File: config.mk
export PLATFORM = sky130hd
export DESIGN_NAME = spi_bridge_top
export DESIGN_NICKNAME = d
export VERILOG_FILES = /design/src/rtl/bridge_pkg.sv /design/src/rtl/checksum_unit.sv /design/src/rtl/register_file.sv /design/src/rtl/response_arbiter.sv /design/src/rtl/spi_bridge_top.sv /design/src/rtl/spi_peripheral.sv
export SDC_FILE = /design/constraint.sdc
export NUM_CORES = 1
export LEC_CHECK = 0
export BUFFER_PORTS_ARGS = -buffer_cell sky130_fd_sc_hd__buf_2
export CORE_MARGIN = 10
export CORE_UTILIZATION = 50
export CTS_BUF_LIST = sky130_fd_sc_hd__clkbuf_8
export DETAILED_ROUTE_END_ITERATION = 12
export PLACE_DENSITY_LB_ADDON = 0.12
export SYNTH_ARGS = -nofsm -noshare
export SYNTH_HDL_FRONTEND = slang
export SYNTH_SLANG_ARGS = --single-unit
File: constraint.sdc
create_clock -name clock -period 3 [get_ports clock]
set_input_delay 0.9 -clock clock [delete_from_list [all_inputs] [get_ports clock]]
set_output_delay 0.9 -clock clock [all_outputs]
set_load 0.03 [all_outputs]
File: src/rtl/bridge_pkg.sv
package bridge_pkg;

    // Peers on the response path, index 0 has priority
    localparam int PEER_COUNT = 2;

    localparam int REG_COUNT = 8;
    localparam int REG_ADDR_WIDTH = $clog2(REG_COUNT);

    // Chip ID answer
    localparam logic [7:0] OPCODE_CHIP_ID = 8'hDB;
    localparam logic [7:0] CHIP_ID = 8'h81;

    // Register file, operand 0 is the address
    localparam logic [7:0] OPCODE_REG_WRITE = 8'h10; // Operand 1 is the data
    localparam logic [7:0] OPCODE_REG_READ = 8'h11;

    // Checksum unit
    localparam logic [7:0] OPCODE_SUM_CLEAR = 8'h20;
    localparam logic [7:0] OPCODE_SUM_ADD = 8'h21;   // Every operand is summed
    localparam logic [7:0] OPCODE_SUM_READ = 8'h22;

    // Decoded SPI bytes, seen by every peer
    typedef struct packed {
        logic [7:0] opcode;        // Held for the whole transaction
        logic       opcode_valid;
        logic [7:0] operand;
        logic       operand_valid;
        logic [7:0] operand_count; // Operand number from 0
    } spi_command_t;

    // One byte back to the host
    typedef struct packed {
        logic [7:0] data;
        logic       valid;
    } peer_response_t;

endpackage

File: src/rtl/checksum_unit.sv
`timescale 1ns/1ps

module checksum_unit (
    input  logic clock,
    input  logic rst_n,
    input  bridge_pkg::spi_command_t command,
    output bridge_pkg::peer_response_t response
);

    import bridge_pkg::*;

    logic [7:0] sum;
    logic       clear_hit;
    logic       add_hit;
    logic       read_hit;

    assign clear_hit = command.opcode_valid && (command.opcode == OPCODE_SUM_CLEAR);
    assign read_hit = command.opcode_valid && (command.opcode == OPCODE_SUM_READ);
    assign add_hit = command.operand_valid && (command.opcode == OPCODE_SUM_ADD);

    // Eight bit add wraps modulo 256
    always_ff @(posedge clock) begin
        if (!rst_n || clear_hit) begin
            sum <= '0;
        end else if (add_hit) begin
            sum <= sum + command.operand;
        end
    end

    // Sum is answered on the opcode strobe
    always_ff @(posedge clock) begin
        if (!rst_n) begin
            response.valid <= 1'b0;
        end else begin
            response.valid <= read_hit;
        end
        if (read_hit) begin
            response.data <= sum;
        end
    end

endmodule

File: src/rtl/register_file.sv
`timescale 1ns/1ps

module register_file (
    input  logic clock,
    input  logic rst_n,
    input  bridge_pkg::spi_command_t command,
    output bridge_pkg::peer_response_t response
);

    import bridge_pkg::*;

    logic [7:0]                registers [REG_COUNT];
    logic [REG_ADDR_WIDTH-1:0] address;
    logic [REG_ADDR_WIDTH-1:0] operand_address;
    logic                      is_write;
    logic                      is_read;
    logic                      address_hit;
    logic                      write_hit;
    logic                      read_hit;
    logic                      chip_id_hit;

    // Upper address bits alias onto the low three
    assign operand_address = command.operand[REG_ADDR_WIDTH-1:0];

    assign is_write = command.operand_valid && (command.opcode == OPCODE_REG_WRITE);
    assign is_read = command.operand_valid && (command.opcode == OPCODE_REG_READ);

    assign address_hit = (is_write || is_read) && (command.operand_count == 8'd0);
    assign write_hit = is_write && (command.operand_count == 8'd1);
    assign read_hit = is_read && (command.operand_count == 8'd0);
    assign chip_id_hit = command.opcode_valid && (command.opcode == OPCODE_CHIP_ID);

    always_ff @(posedge clock) begin
        if (!rst_n) begin
            address <= '0;
            for (int i = 0; i < REG_COUNT; i++) begin
                registers[i] <= '0;
            end
        end else begin
            if (address_hit) begin
                address <= operand_address;
            end
            if (write_hit) begin
                registers[address] <= command.operand; // Address from operand 0
            end
        end
    end

    // Read answers straight after operand 0
    always_ff @(posedge clock) begin
        if (!rst_n) begin
            response.valid <= 1'b0;
        end else begin
            response.valid <= chip_id_hit || read_hit;
        end
        if (chip_id_hit) begin
            response.data <= CHIP_ID;
        end else if (read_hit) begin
            response.data <= registers[operand_address];
        end
    end

endmodule

File: src/rtl/response_arbiter.sv
`timescale 1ns/1ps

module response_arbiter (
    input  logic clock,
    input  logic rst_n,
    input  bridge_pkg::peer_response_t peer_responses [bridge_pkg::PEER_COUNT],
    output bridge_pkg::peer_response_t response
);

    import bridge_pkg::*;

    logic       grant_valid;
    logic [7:0] grant_data;

    // Lowest index wins, so scan downwards and let later hits override
    always_comb begin
        grant_valid = 1'b0;
        grant_data = '0;
        for (int i = PEER_COUNT - 1; i >= 0; i--) begin
            if (peer_responses[i].valid) begin
                grant_valid = 1'b1;
                grant_data = peer_responses[i].data;
            end
        end
    end

    // One register stage toward the SPI peripheral
    always_ff @(posedge clock) begin
        if (!rst_n) begin
            response.valid <= 1'b0;
        end else begin
            response.valid <= grant_valid;
        end
        if (grant_valid) begin
            response.data <= grant_data;
        end
    end

endmodule

File: src/rtl/spi_bridge_top.sv
`timescale 1ns/1ps

module spi_bridge_top (
    input  logic clock,
    input  logic rst_n,
    input  logic spi_select,
    input  logic spi_clock,
    input  logic spi_data_in,
    output logic spi_data_out
);

    import bridge_pkg::*;

    spi_command_t   command;
    peer_response_t peer_responses [PEER_COUNT];
    peer_response_t response;

    spi_peripheral spi_peripheral (
        .clock(clock),
        .rst_n(rst_n),
        .spi_select(spi_select),
        .spi_clock(spi_clock),
        .spi_data_in(spi_data_in),
        .spi_data_out(spi_data_out),
        .command(command),
        .response(response)
    );

    // Peer 0, also answers the chip ID
    register_file register_file (
        .clock(clock),
        .rst_n(rst_n),
        .command(command),
        .response(peer_responses[0])
    );

    checksum_unit checksum_unit (
        .clock(clock),
        .rst_n(rst_n),
        .command(command),
        .response(peer_responses[1])  // Peer 1
    );

    response_arbiter response_arbiter (
        .clock(clock),
        .rst_n(rst_n),
        .peer_responses(peer_responses),
        .response(response)
    );

endmodule

File: src/rtl/spi_peripheral.sv
`timescale 1ns/1ps

module spi_peripheral (
    input  logic clock,
    input  logic rst_n,
    input  logic spi_select,
    input  logic spi_clock,
    input  logic spi_data_in,
    output logic spi_data_out,
    output bridge_pkg::spi_command_t command,
    input  bridge_pkg::peer_response_t response
);

    logic [1:0] select_sync;
    logic [1:0] clock_sync;
    logic [1:0] data_sync;
    logic       clock_prev;
    logic       selected;
    logic       rise_q;
    logic       fall_q;
    logic [2:0] bit_count;
    logic [7:0] rx_shift;
    logic       byte_done;
    logic       opcode_seen;
    logic [7:0] operand_index;
    logic [7:0] response_latched;
    logic [7:0] tx_shift;
    logic [7:0] tx_next;

    assign selected = ~select_sync[1];
    assign spi_data_out = tx_shift[7]; // MSB first

    // A response arriving on the load cycle itself is taken directly
    assign tx_next = response.valid ? response.data : response_latched;

    // Pins are oversampled through two flops each
    always_ff @(posedge clock) begin
        if (!rst_n) begin
            select_sync <= 2'b11;
            clock_sync <= '0;
            data_sync <= '0;
            clock_prev <= 1'b0;
        end else begin
            select_sync <= {select_sync[0], spi_select};
            clock_sync <= {clock_sync[0], spi_clock};
            data_sync <= {data_sync[0], spi_data_in};
            clock_prev <= clock_sync[1];
        end
    end

    // Edge strobes land one cycle after the synchronized edge
    always_ff @(posedge clock) begin
        if (!rst_n) begin
            rise_q <= 1'b0;
            fall_q <= 1'b0;
        end else begin
            rise_q <= selected & clock_sync[1] & ~clock_prev;
            fall_q <= selected & ~clock_sync[1] & clock_prev;
        end
    end

    // Bit counter, cleared whenever select is high
    always_ff @(posedge clock) begin
        if (!rst_n || !selected) begin
            bit_count <= '0;
            byte_done <= 1'b0;
        end else begin
            byte_done <= 1'b0;
            if (rise_q) begin
                bit_count <= bit_count + 3'd1;
                byte_done <= (bit_count == 3'd7); // Eighth bit in
            end
        end
    end

    always_ff @(posedge clock) begin
        if (rise_q) begin
            rx_shift <= {rx_shift[6:0], data_sync[1]};
        end
    end

    // First byte is the opcode, the rest are numbered operands
    always_ff @(posedge clock) begin
        if (!rst_n) begin
            command <= '0;
            opcode_seen <= 1'b0;
            operand_index <= '0;
        end else begin
            command.opcode_valid <= 1'b0;
            command.operand_valid <= 1'b0;
            if (!selected) begin
                opcode_seen <= 1'b0;
                operand_index <= '0;
            end else if (byte_done) begin
                if (!opcode_seen) begin
                    command.opcode <= rx_shift;
                    command.opcode_valid <= 1'b1;
                    opcode_seen <= 1'b1;
                end else begin
                    command.operand <= rx_shift;
                    command.operand_valid <= 1'b1;
                    command.operand_count <= operand_index;
                    operand_index <= operand_index + 8'd1;
                end
            end
        end
    end

    // Latched response goes out during the following byte
    always_ff @(posedge clock) begin
        if (!rst_n || !selected) begin
            response_latched <= '0;
            tx_shift <= '0;
        end else begin
            if (response.valid) begin
                response_latched <= response.data;
            end
            if (fall_q) begin
                if (bit_count == 3'd0) begin
                    tx_shift <= tx_next;                 // Byte boundary
                end else begin
                    tx_shift <= {tx_shift[6:0], 1'b0};
                end
            end
        end
    end

endmodule

# Word level (Yosys, flattened, before mapping)
# Memories as Yosys holds them, arrays and structs flattened. A register that Yosys moved wholly into a read port is not among the register bits.
# Index checks and enable logic that the tools add are counted.
[totals] out_inout_bits=1 ramBits=64 wordCells=86 memories=1 regBits=102 input_bits=5
[memory_table] name="register_file.registers" depth=8 word_bits=8 read_ports=1 rd_ports_with_merged_regs=1 wr=8 line="register_file.sv:12" rtl="logic [7:0] registers [REG_COUNT];"
[classes] n_eq_ne=8 add_sub_neg=3 reduce_logical=23 n_bitwise=11 mux=15
[ops] cell="$mux W8" count=5
[ops] cell="$eq A8 B6 Y1 const B" count=3
[ops] cell="$eq A8 B5 Y1 const B" count=2
[ops] cell="$logic_and A1 B1 Y1" count=9
[ops] cell="$mux W9" count=1
[ops] cell="$add A8 B1 Y8 const B" count=1
[ops] cell="$add A8 B8 Y8" count=1
[ops] cell="$eq A8 B1 Y1 const B" count=1
[ops] cell="$eq A8 B8 Y1 const B" count=1
[ops] cell="$logic_not A8 Y1" count=1
[ops] cell="$mux W1" count=8
[ops] cell="$reduce_or A8 Y1" count=1
[ops] cell="$not A1 Y1" count=7
[ops] cell="$reduce_and A3 Y1" count=2
[ops] cell="$and A1 B1 Y1" count=4
[ops] cell="$logic_or A1 B1 Y1" count=4
[ops] cell="$reduce_or A2 Y1" count=2
[ops] cell="$add A3 B1 Y3 const B" count=1
[ops] cell="$eq A3 B3 Y1 const B" count=1
[ops] cell="$logic_not A3 Y1" count=1
[ops] cell="$mux W3" count=1
[ops] cell="$reduce_or A3 Y1" count=1
[ops] cell="$reduce_and A2 Y1" count=1
[ops] cell="$logic_not A1 Y1" count=1

# Logic depth before layout (Yosys ltp)
# Gate-level depths: netlist of run 1.
[depth] depth_word=8 ltp_mapped=8 depth_no_buf=7

# Hierarchy
# A second synthesis of run 1 with hierarchy kept.
[hier_totals] cells_unflattened=604 hier_area_um2=7536.0
[by_module_without_submodules] module="register_file" cells_each=237 instances=1 seq_area_each_um2=2162.1 area_per_inst_um2=3613.5
[by_module_without_submodules] module="spi_peripheral" cells_each=256 instances=1 seq_area_each_um2=1521.5 area_per_inst_um2=2628.8
[by_module_without_submodules] module="checksum_unit" cells_each=87 instances=1 seq_area_each_um2=420.4 area_per_inst_um2=910.9
[by_module_without_submodules] module="response_arbiter" cells_each=24 instances=1 seq_area_each_um2=260.2 area_per_inst_um2=382.9

# Least setup slack after synthesis of run 1
# OpenSTA, ideal clock, no wires.
[synth_timing] kind="in2reg" from="input rst_n" to="memory register_file.registers[6][0], enable pin" arrival_time_ps=2158 path_slack_ps=457 cell_stages=4 n_path_buf=1 setup_ps=384 path_cell_list="nand4b_1 -> or3_1 -> buf_4 -> o21ai_0"
[synth_rtl] element="from (decl)" line="spi_bridge_top.sv:5" rtl="input logic rst_n,"
[synth_rtl] element="to (decl)" line="register_file.sv:12"

==> flow_summary_export.csv, run 1 <==
group,metric,value,unit
outcome,outcome,"completed",
synth,synth-edff-count,88,
drt,wl,14100,um
grt,grt_pass1_vias,4451,
finish,synthToLayoutAreaGrowth,8.82,%
critical_path,cp-end-kind,"register",
critical_path,slowest_delay,0.54,ns
synth,synth_cells,608,
power_and_ir_drop,power_frac_clock,37.4,%
clock_network,numCtsBuffers,17,
finish,drive_above_1_share,13.1,%
clock_network,ctsHoldBuffers,0,
synth,syn_area,7320,sq um
die,initial_utilization,50.8,%
critical_path,worstReg2RegStart,"spi_peripheral.command[19]",
clock_network,cts_buffer_depth,2,
drt,drc_errors,0,
sta,rsz0062_at_grt,"false",
placement,numPortBuffers,5,
drt,dr.first_iter.drc_count,196,
grt,grt.busiest_layer,"met2",
clock_network,clock-sinks,174,
finish,antenna-diode-count,0,
critical_path,cp-start-kind,"register",
die,rows,44,
synth,ys_seq_area_share,59.6,%
finish,fin_util,55.2,%
power_and_ir_drop,p_leak,2.73,nW
drt,vias,4386,
clock_network,root_buffer,"clkbuf_8",
die,die_w,141,um
finish,final_common_cell,"edfxtp_1",
grt,grt_usage,14.6,%
sta,tightest_slew,0.939,ns
drt,dr.pass1.iters,4,
grt,overflow,0,
power_and_ir_drop,p_comb_share,1.6,%
job,drv_cap,0,
die,core_region_area,14400,sq um
drt,via_per_inst,5.37,
placement,hpwl,9770,um
critical_path,path_cells,"nor4b_4, nand4b_1, or3_1, nor3_4, nand2b_1",
min_path,holdPathEnd,"spi_peripheral.rx_shift[0]",
clock_network,cts_tree,"built",
power_and_ir_drop,p_switching,0.856,mW
die,die_h,141,um
critical_path,crit_slowest_cell,"or3_1",
power_and_ir_drop,pwr-share-seq,60.9,%
grt,grt_first_pass_wirelength,22900,um
min_path,hold_path_class,"register to register",
drt,wire_per_inst,17.2,um
synth,avgSynthCellArea,12.0,sq um
die,die_area,19900,sq um
sta,fin_crit,2.49,ns
synth,synth_seq_cells,174,
clock_network,htreeDepth,4,
sta,setup_viol_count_final,0,
synth,ys_types,49,
placement,gp_congestion,0.856,
synth,synth_nets,625,
synth,async_flop_share,0,%
sta,fin_skew,0.0169,ns
power_and_ir_drop,p_per_area,520,nW/um^2
grt,grt_start_max_net_pins,49,
clock_network,postCtsSetupBuffers,0,
sta,hold_violations,0,
power_and_ir_drop,p_int,3.29,mW
sta,fmax,402,MHz
grt,use_met3,3.63,%
power_and_ir_drop,peakVddDrop,0.000431,V
finish,final_nets,637,
sta,final_max_slew_viol_count,0,
grt,met2_usage,24.0,%
critical_path,r2r_end,"register_file.registers[1][5]",
die,io_pins,6,
grt,antenna_found_initial,0,
finish,final_cell_mix,"edfxtp_1, dfxtp_1, and2_1",
sta,period_share,82.8,%
sta,slew_headroom,36.7,%
critical_path,cp.arrival,2.60,ns
grt,use_met1,17.9,%
min_path,hold_start,"spi_peripheral.data_sync[1]",
critical_path,crit_type,"register to register",
synth,synth-main-ff-cell,"edfxtp_1",
synth,yosys_warnings,0,
critical_path,reg2reg_slack,0.51,ns
min_path,holdPathStages,0,
drt,postRouteAntennaNets,0,
critical_path,cp_max_fo,9,
critical_path,r2r_cells,5,
critical_path,critPathRequiredTime,3.11,ns
sta,tns,0,ns
power_and_ir_drop,switching_share,20.7,%
clock_network,clock_latency,0.46,ns
clock_network,clkSlewWorstSetupHoldPaths,0.09,ns
clock_network,post_cts_resized,0,
-- metal layers --
| layer | routed length (um) | vias to the layer above |
|---|---|---|
| met2 | 7030 | 56 |
| met1 | 6340 | 2151 |
| met5 | 0 | - |
| met4 | 184 | 0 |
| met3 | 530 | 15 |
| li1 | - | 2164 |
-- how the worst max path moves through the flow --
stage	cells past startpoint	start	to	slack, ns
2_1_floorplan	4	rst_n	register_file.registers[6][0]	0.46
3_3_place_gp	5	rst_n	register_file.registers[1][3]	0.35
3_5_place_dp	5	rst_n	register_file.registers[1][5]	0.26
4_1_cts	5	spi_peripheral.command[19]	register_file.registers[1][5]	0.51
5_1_grt	5	spi_peripheral.command[3]	register_file.registers[1][0]	0.41
6_report	5	spi_peripheral.command[19]	register_file.registers[1][5]	0.51
-- kinds of logic after synthesis --
group / count (synthesis) / synth area share (%)
AO/OA/AOI/OAI: 74 / 6.75
XOR/XNOR: 10 / 1.20
adder cells (fa/ha/maj): 12 / 2.15
buffers and inverters: 38 / 2.05
flip-flops: 174 / 59.6
multiplexers: 51 / 9.72
AND/OR/NAND/NOR: 249 / 18.5
-- layout make-up --
| type | instances | area, sq um |
|---|---|---|
| fill | 1256 | 6460 |
| inverter | 7 | 26.3 |
| multi-input combinational | 396 | 2810 |
| timing repair buffer | 24 | 168 |
| sequential | 174 | 4360 |
| clock inverter | 14 | 124 |
| tap | 184 | 230 |
| clock buffer | 18 | 248 |
-- worst max-delay path: cells and delay by family, from the launching register on --
kind / cells / cell delay, ns
AND/OR/NAND/NOR: 5 / 1.76
flip-flops: 1 / 0.37
-- cell usage after synthesis (2+ instances only) --
cell type,n,share of area [%]
mux4_2,16,4.9
a21boi_0,19,1.9
nor3_4,2,0.44
nor2b_1,16,1.4
inv_1,7,0.36
buf_2,3,0.20
a21oi_1,11,0.75
a21o_1,3,0.31
or3_1,3,0.26
edfxtp_1,88,36
nand2b_1,9,0.77
nor2_2,4,0.34
a211oi_1,5,0.51
clkbuf_1,26,1.3
nor2_4,2,0.31
xor2_1,7,0.84
nor3_1,3,0.20
nor2_1,40,2.1
xnor2_1,3,0.36
dfxtp_1,86,24
o21ai_0,21,1.4
o211ai_1,2,0.20
ha_1,11,1.9
mux2i_1,34,4.6
nand2_1,58,3.0
a22o_1,7,0.84
o21bai_1,2,0.20
and2_1,72,6.2
and3_1,5,0.43
nand3_1,20,1.4
or2_2,2,0.17
nor3b_1,4,0.41
-- state kept, by name, indices dropped and copies added (netlist names), 2 cells and up --
signal                           cells
spi_peripheral.rx_shift              8
checksum_unit.response               9
spi_peripheral.response_latched      8
register_file.address                3
spi_peripheral.select_sync           2
response_arbiter.response            9
spi_peripheral.command              26
register_file.response               9
spi_peripheral.tx_shift              8
register_file.registers             64
spi_peripheral.operand_index         8
checksum_unit.sum                    8
spi_peripheral.clock_sync            2
spi_peripheral.data_sync             2
spi_peripheral.bit_count             3
-- per-stage QoR --
stage               worst slack [ns]  hold slack (ns)  std cells  power [mW]  instance area [sq um]
floorplan                      0.457            0.386        608        2.62                   7320
finish                         0.515            0.413        817        4.15                   7970
global placement               0.346            0.390        785        2.65                   7600
CTS                            0.512            0.415        817        4.20                   7970
detailed placement             0.265            0.394        785        2.65                   7600
global route                   0.411            0.430        817        4.29                   7970
-- power by group through the flow --
| stage | logic [mW] | registers [mW] | clock network (mW) |
|---|---|---|---|
| floorplan | 0.0438 | 2.58 | 0 |
| global route | 0.0733 | 2.53 | 1.69 |
| CTS | 0.0686 | 2.53 | 1.60 |
| finish | 0.0671 | 2.53 | 1.55 |
| global placement | 0.0666 | 2.58 | 0 |
| detailed placement | 0.0686 | 2.58 | 0 |
(Power assumes the default switching activity.)
==> run 2: changes to the inputs <==
==> constraint.sdc (replaced) <==
create_clock -name clock -period 2.3 [get_ports clock]
set_input_delay 0.69 -clock clock [delete_from_list [all_inputs] [get_ports clock]]
set_output_delay 0.69 -clock clock [all_outputs]
set_load 0.03 [all_outputs]
==> flow_summary_export.csv, run 2 (same netlist as run 1, synthesis figures left out) <==
group,metric,value,unit
outcome,outcome,"completed",
die,die_w,141,um
sta,fmax,469,MHz
job,drv_cap,0,
critical_path,r2r_end,"checksum_unit.sum[7]",
grt,grt_first_pass_wirelength,23100,um
drt,vias,4401,
sta,fin_skew,0.0126,ns
clock_network,clkSlewWorstSetupHoldPaths,0.09,ns
finish,final_common_cell,"edfxtp_1",
critical_path,cp-start-kind,"register",
drt,postRouteAntennaNets,0,
grt,grt_usage,14.9,%
critical_path,cp_max_fo,4,
grt,antenna_found_initial,0,
finish,regMostFlops,"register_file.registers",
critical_path,crit_type,"register to register",
critical_path,worstReg2RegStart,"checksum_unit.sum[1]",
grt,grt_start_max_net_pins,49,
sta,final_max_slew_viol_count,0,
critical_path,reg2reg_slack,0.17,ns
clock_network,root_buffer,"clkbuf_8",
finish,largest_reg_flops,64,
sta,rsz0062_at_grt,"false",
sta,fin_crit,2.13,ns
drt,via_per_inst,5.32,
clock_network,numCtsBuffers,17,
finish,antenna-diode-count,0,
sta,period_share,92.7,%
clock_network,cts_buffer_depth,2,
placement,hpwl,9800,um
placement,placed_cells,796,
power_and_ir_drop,p_leak,2.82,nW
finish,synthToLayoutAreaGrowth,11.4,%
finish,final_cell_mix,"edfxtp_1, dfxtp_1, and2_1",
die,die_area,19900,sq um
clock_network,postCtsSetupBuffers,0,
die,io_pins,6,
drt,dr.first_iter.drc_count,270,
power_and_ir_drop,p_per_area,700,nW/um^2
clock_network,htreeDepth,4,
placement,numPortBuffers,5,
critical_path,cp-startpoint,"checksum_unit.sum[1]",
die,die_h,141,um
power_and_ir_drop,peakVddDrop,0.000379,V
die,core_region_area,14400,sq um
sta,tightest_slew,0.633,ns
finish,drive_above_1_share,15.2,%
clock_network,post_cts_resized,0,
drt,wl,14200,um
critical_path,cp.arrival,2.48,ns
sta,hold_violations,0,
grt,grt_pass1_vias,4333,
drt,wire_per_inst,17.1,um
grt,overflow,0,
clock_network,clock-sinks,174,
die,rows,44,
sta,whs,0.414,ns
sta,slew_headroom,57.8,%
finish,final_nets,648,
critical_path,crit_path_end,"checksum_unit.sum[7]",
sta,tns,0,ns
clock_network,cts_tree,"built",
finish,final_cell_count_no_fill,828,
die,initial_utilization,50.8,%
min_path,hold_path_class,"register to register",
sta,setup_viol_count_final,0,
finish,reg.largest.list,"register_file.registers: 64 flops, spi_peripheral.command: 26 flops",
critical_path,critPathRequiredTime,2.65,ns
clock_network,clock_latency,0.45,ns
power_and_ir_drop,finalPower,5.71,mW
critical_path,cp-end-kind,"register",
drt,drc_errors,0,
critical_path,r2r_cells,6,
placement,gp_congestion,0.857,
clock_network,ctsHoldBuffers,0,
drt,dr.pass1.iters,4,
[run 2: changes by cell type in the layout (fill, tap and decap cells not counted), moves of 2 or more]
cell and delta:
or3_4 +2, inv_4 -2, clkbuf_8 +2, buf_12 +2
buf_4 +9, o21ai_0 -2, or3_1 -2, bufinv_16 +2
o21ai_1 +2
[run 2: critical path, cell delays in order (launching register included)]
cell	delay, ns
dfxtp_1	0.36
ha_1	0.32
a211oi_1	0.36
nor3_1	0.11
a211oi_1	0.29
mux2i_1	0.24
mux2_2	0.34
[run 2: final cells by class]
cell class	count	area, sq um
Clock buffer	20	275
Clock inverter	12	166
Fill cell	1210	6270
Inverter	7	26.3
Multi-Input combinational cell	396	2820
Sequential cell	174	4360
Tap cell	184	230
Timing Repair Buffer	35	275
[run 2: per-layer routing]
layer | GRT usage (%) | up-vias | part of all wire (%)
met5 | 0 | - | 0
met4 | 4.24 | 0 | 1.1
met3 | 3.66 | 17 | 2.6
met2 | 23.8 | 36 | 48
met1 | 19.6 | 2149 | 48
li1 | - | 2199 | -
[run 2: how the worst min path moves through the flow]
stage	start	endpoint	slack, ns	cells past startpoint
floorplan	spi_peripheral.data_sync[1]	spi_peripheral.rx_shift[0]	0.39	0
detailed placement	spi_peripheral.data_sync[1]	spi_peripheral.rx_shift[0]	0.40	0
finish	spi_peripheral.data_sync[1]	spi_peripheral.rx_shift[0]	0.41	0
CTS	spi_select	spi_peripheral.select_sync[0]	0.39	2
global route	spi_select	spi_peripheral.select_sync[0]	0.39	2
global placement	spi_peripheral.data_sync[1]	spi_peripheral.rx_shift[0]	0.40	0
[run 2: where the power goes]
group          total (mW)  internal (mW)  switching [mW]
sequential           3.30           3.28          0.0160
combinational      0.0976         0.0434          0.0542
clock                2.31           1.26            1.05
total                5.71           4.59            1.12
[run 2: through the flow]
step | setup WS, ns | cell area (sq um) | utilization, %
final | 0.168 | 8160 | 56.5
after CTS | 0.0607 | 8150 | 56.5
after global routing | 0.0220 | 8160 | 56.5
after detailed placement | 0.0328 | 7700 | 53.4
after global placement | 0.0614 | 7700 | 53.4
after floorplan | -0.0325 | 7320 | -
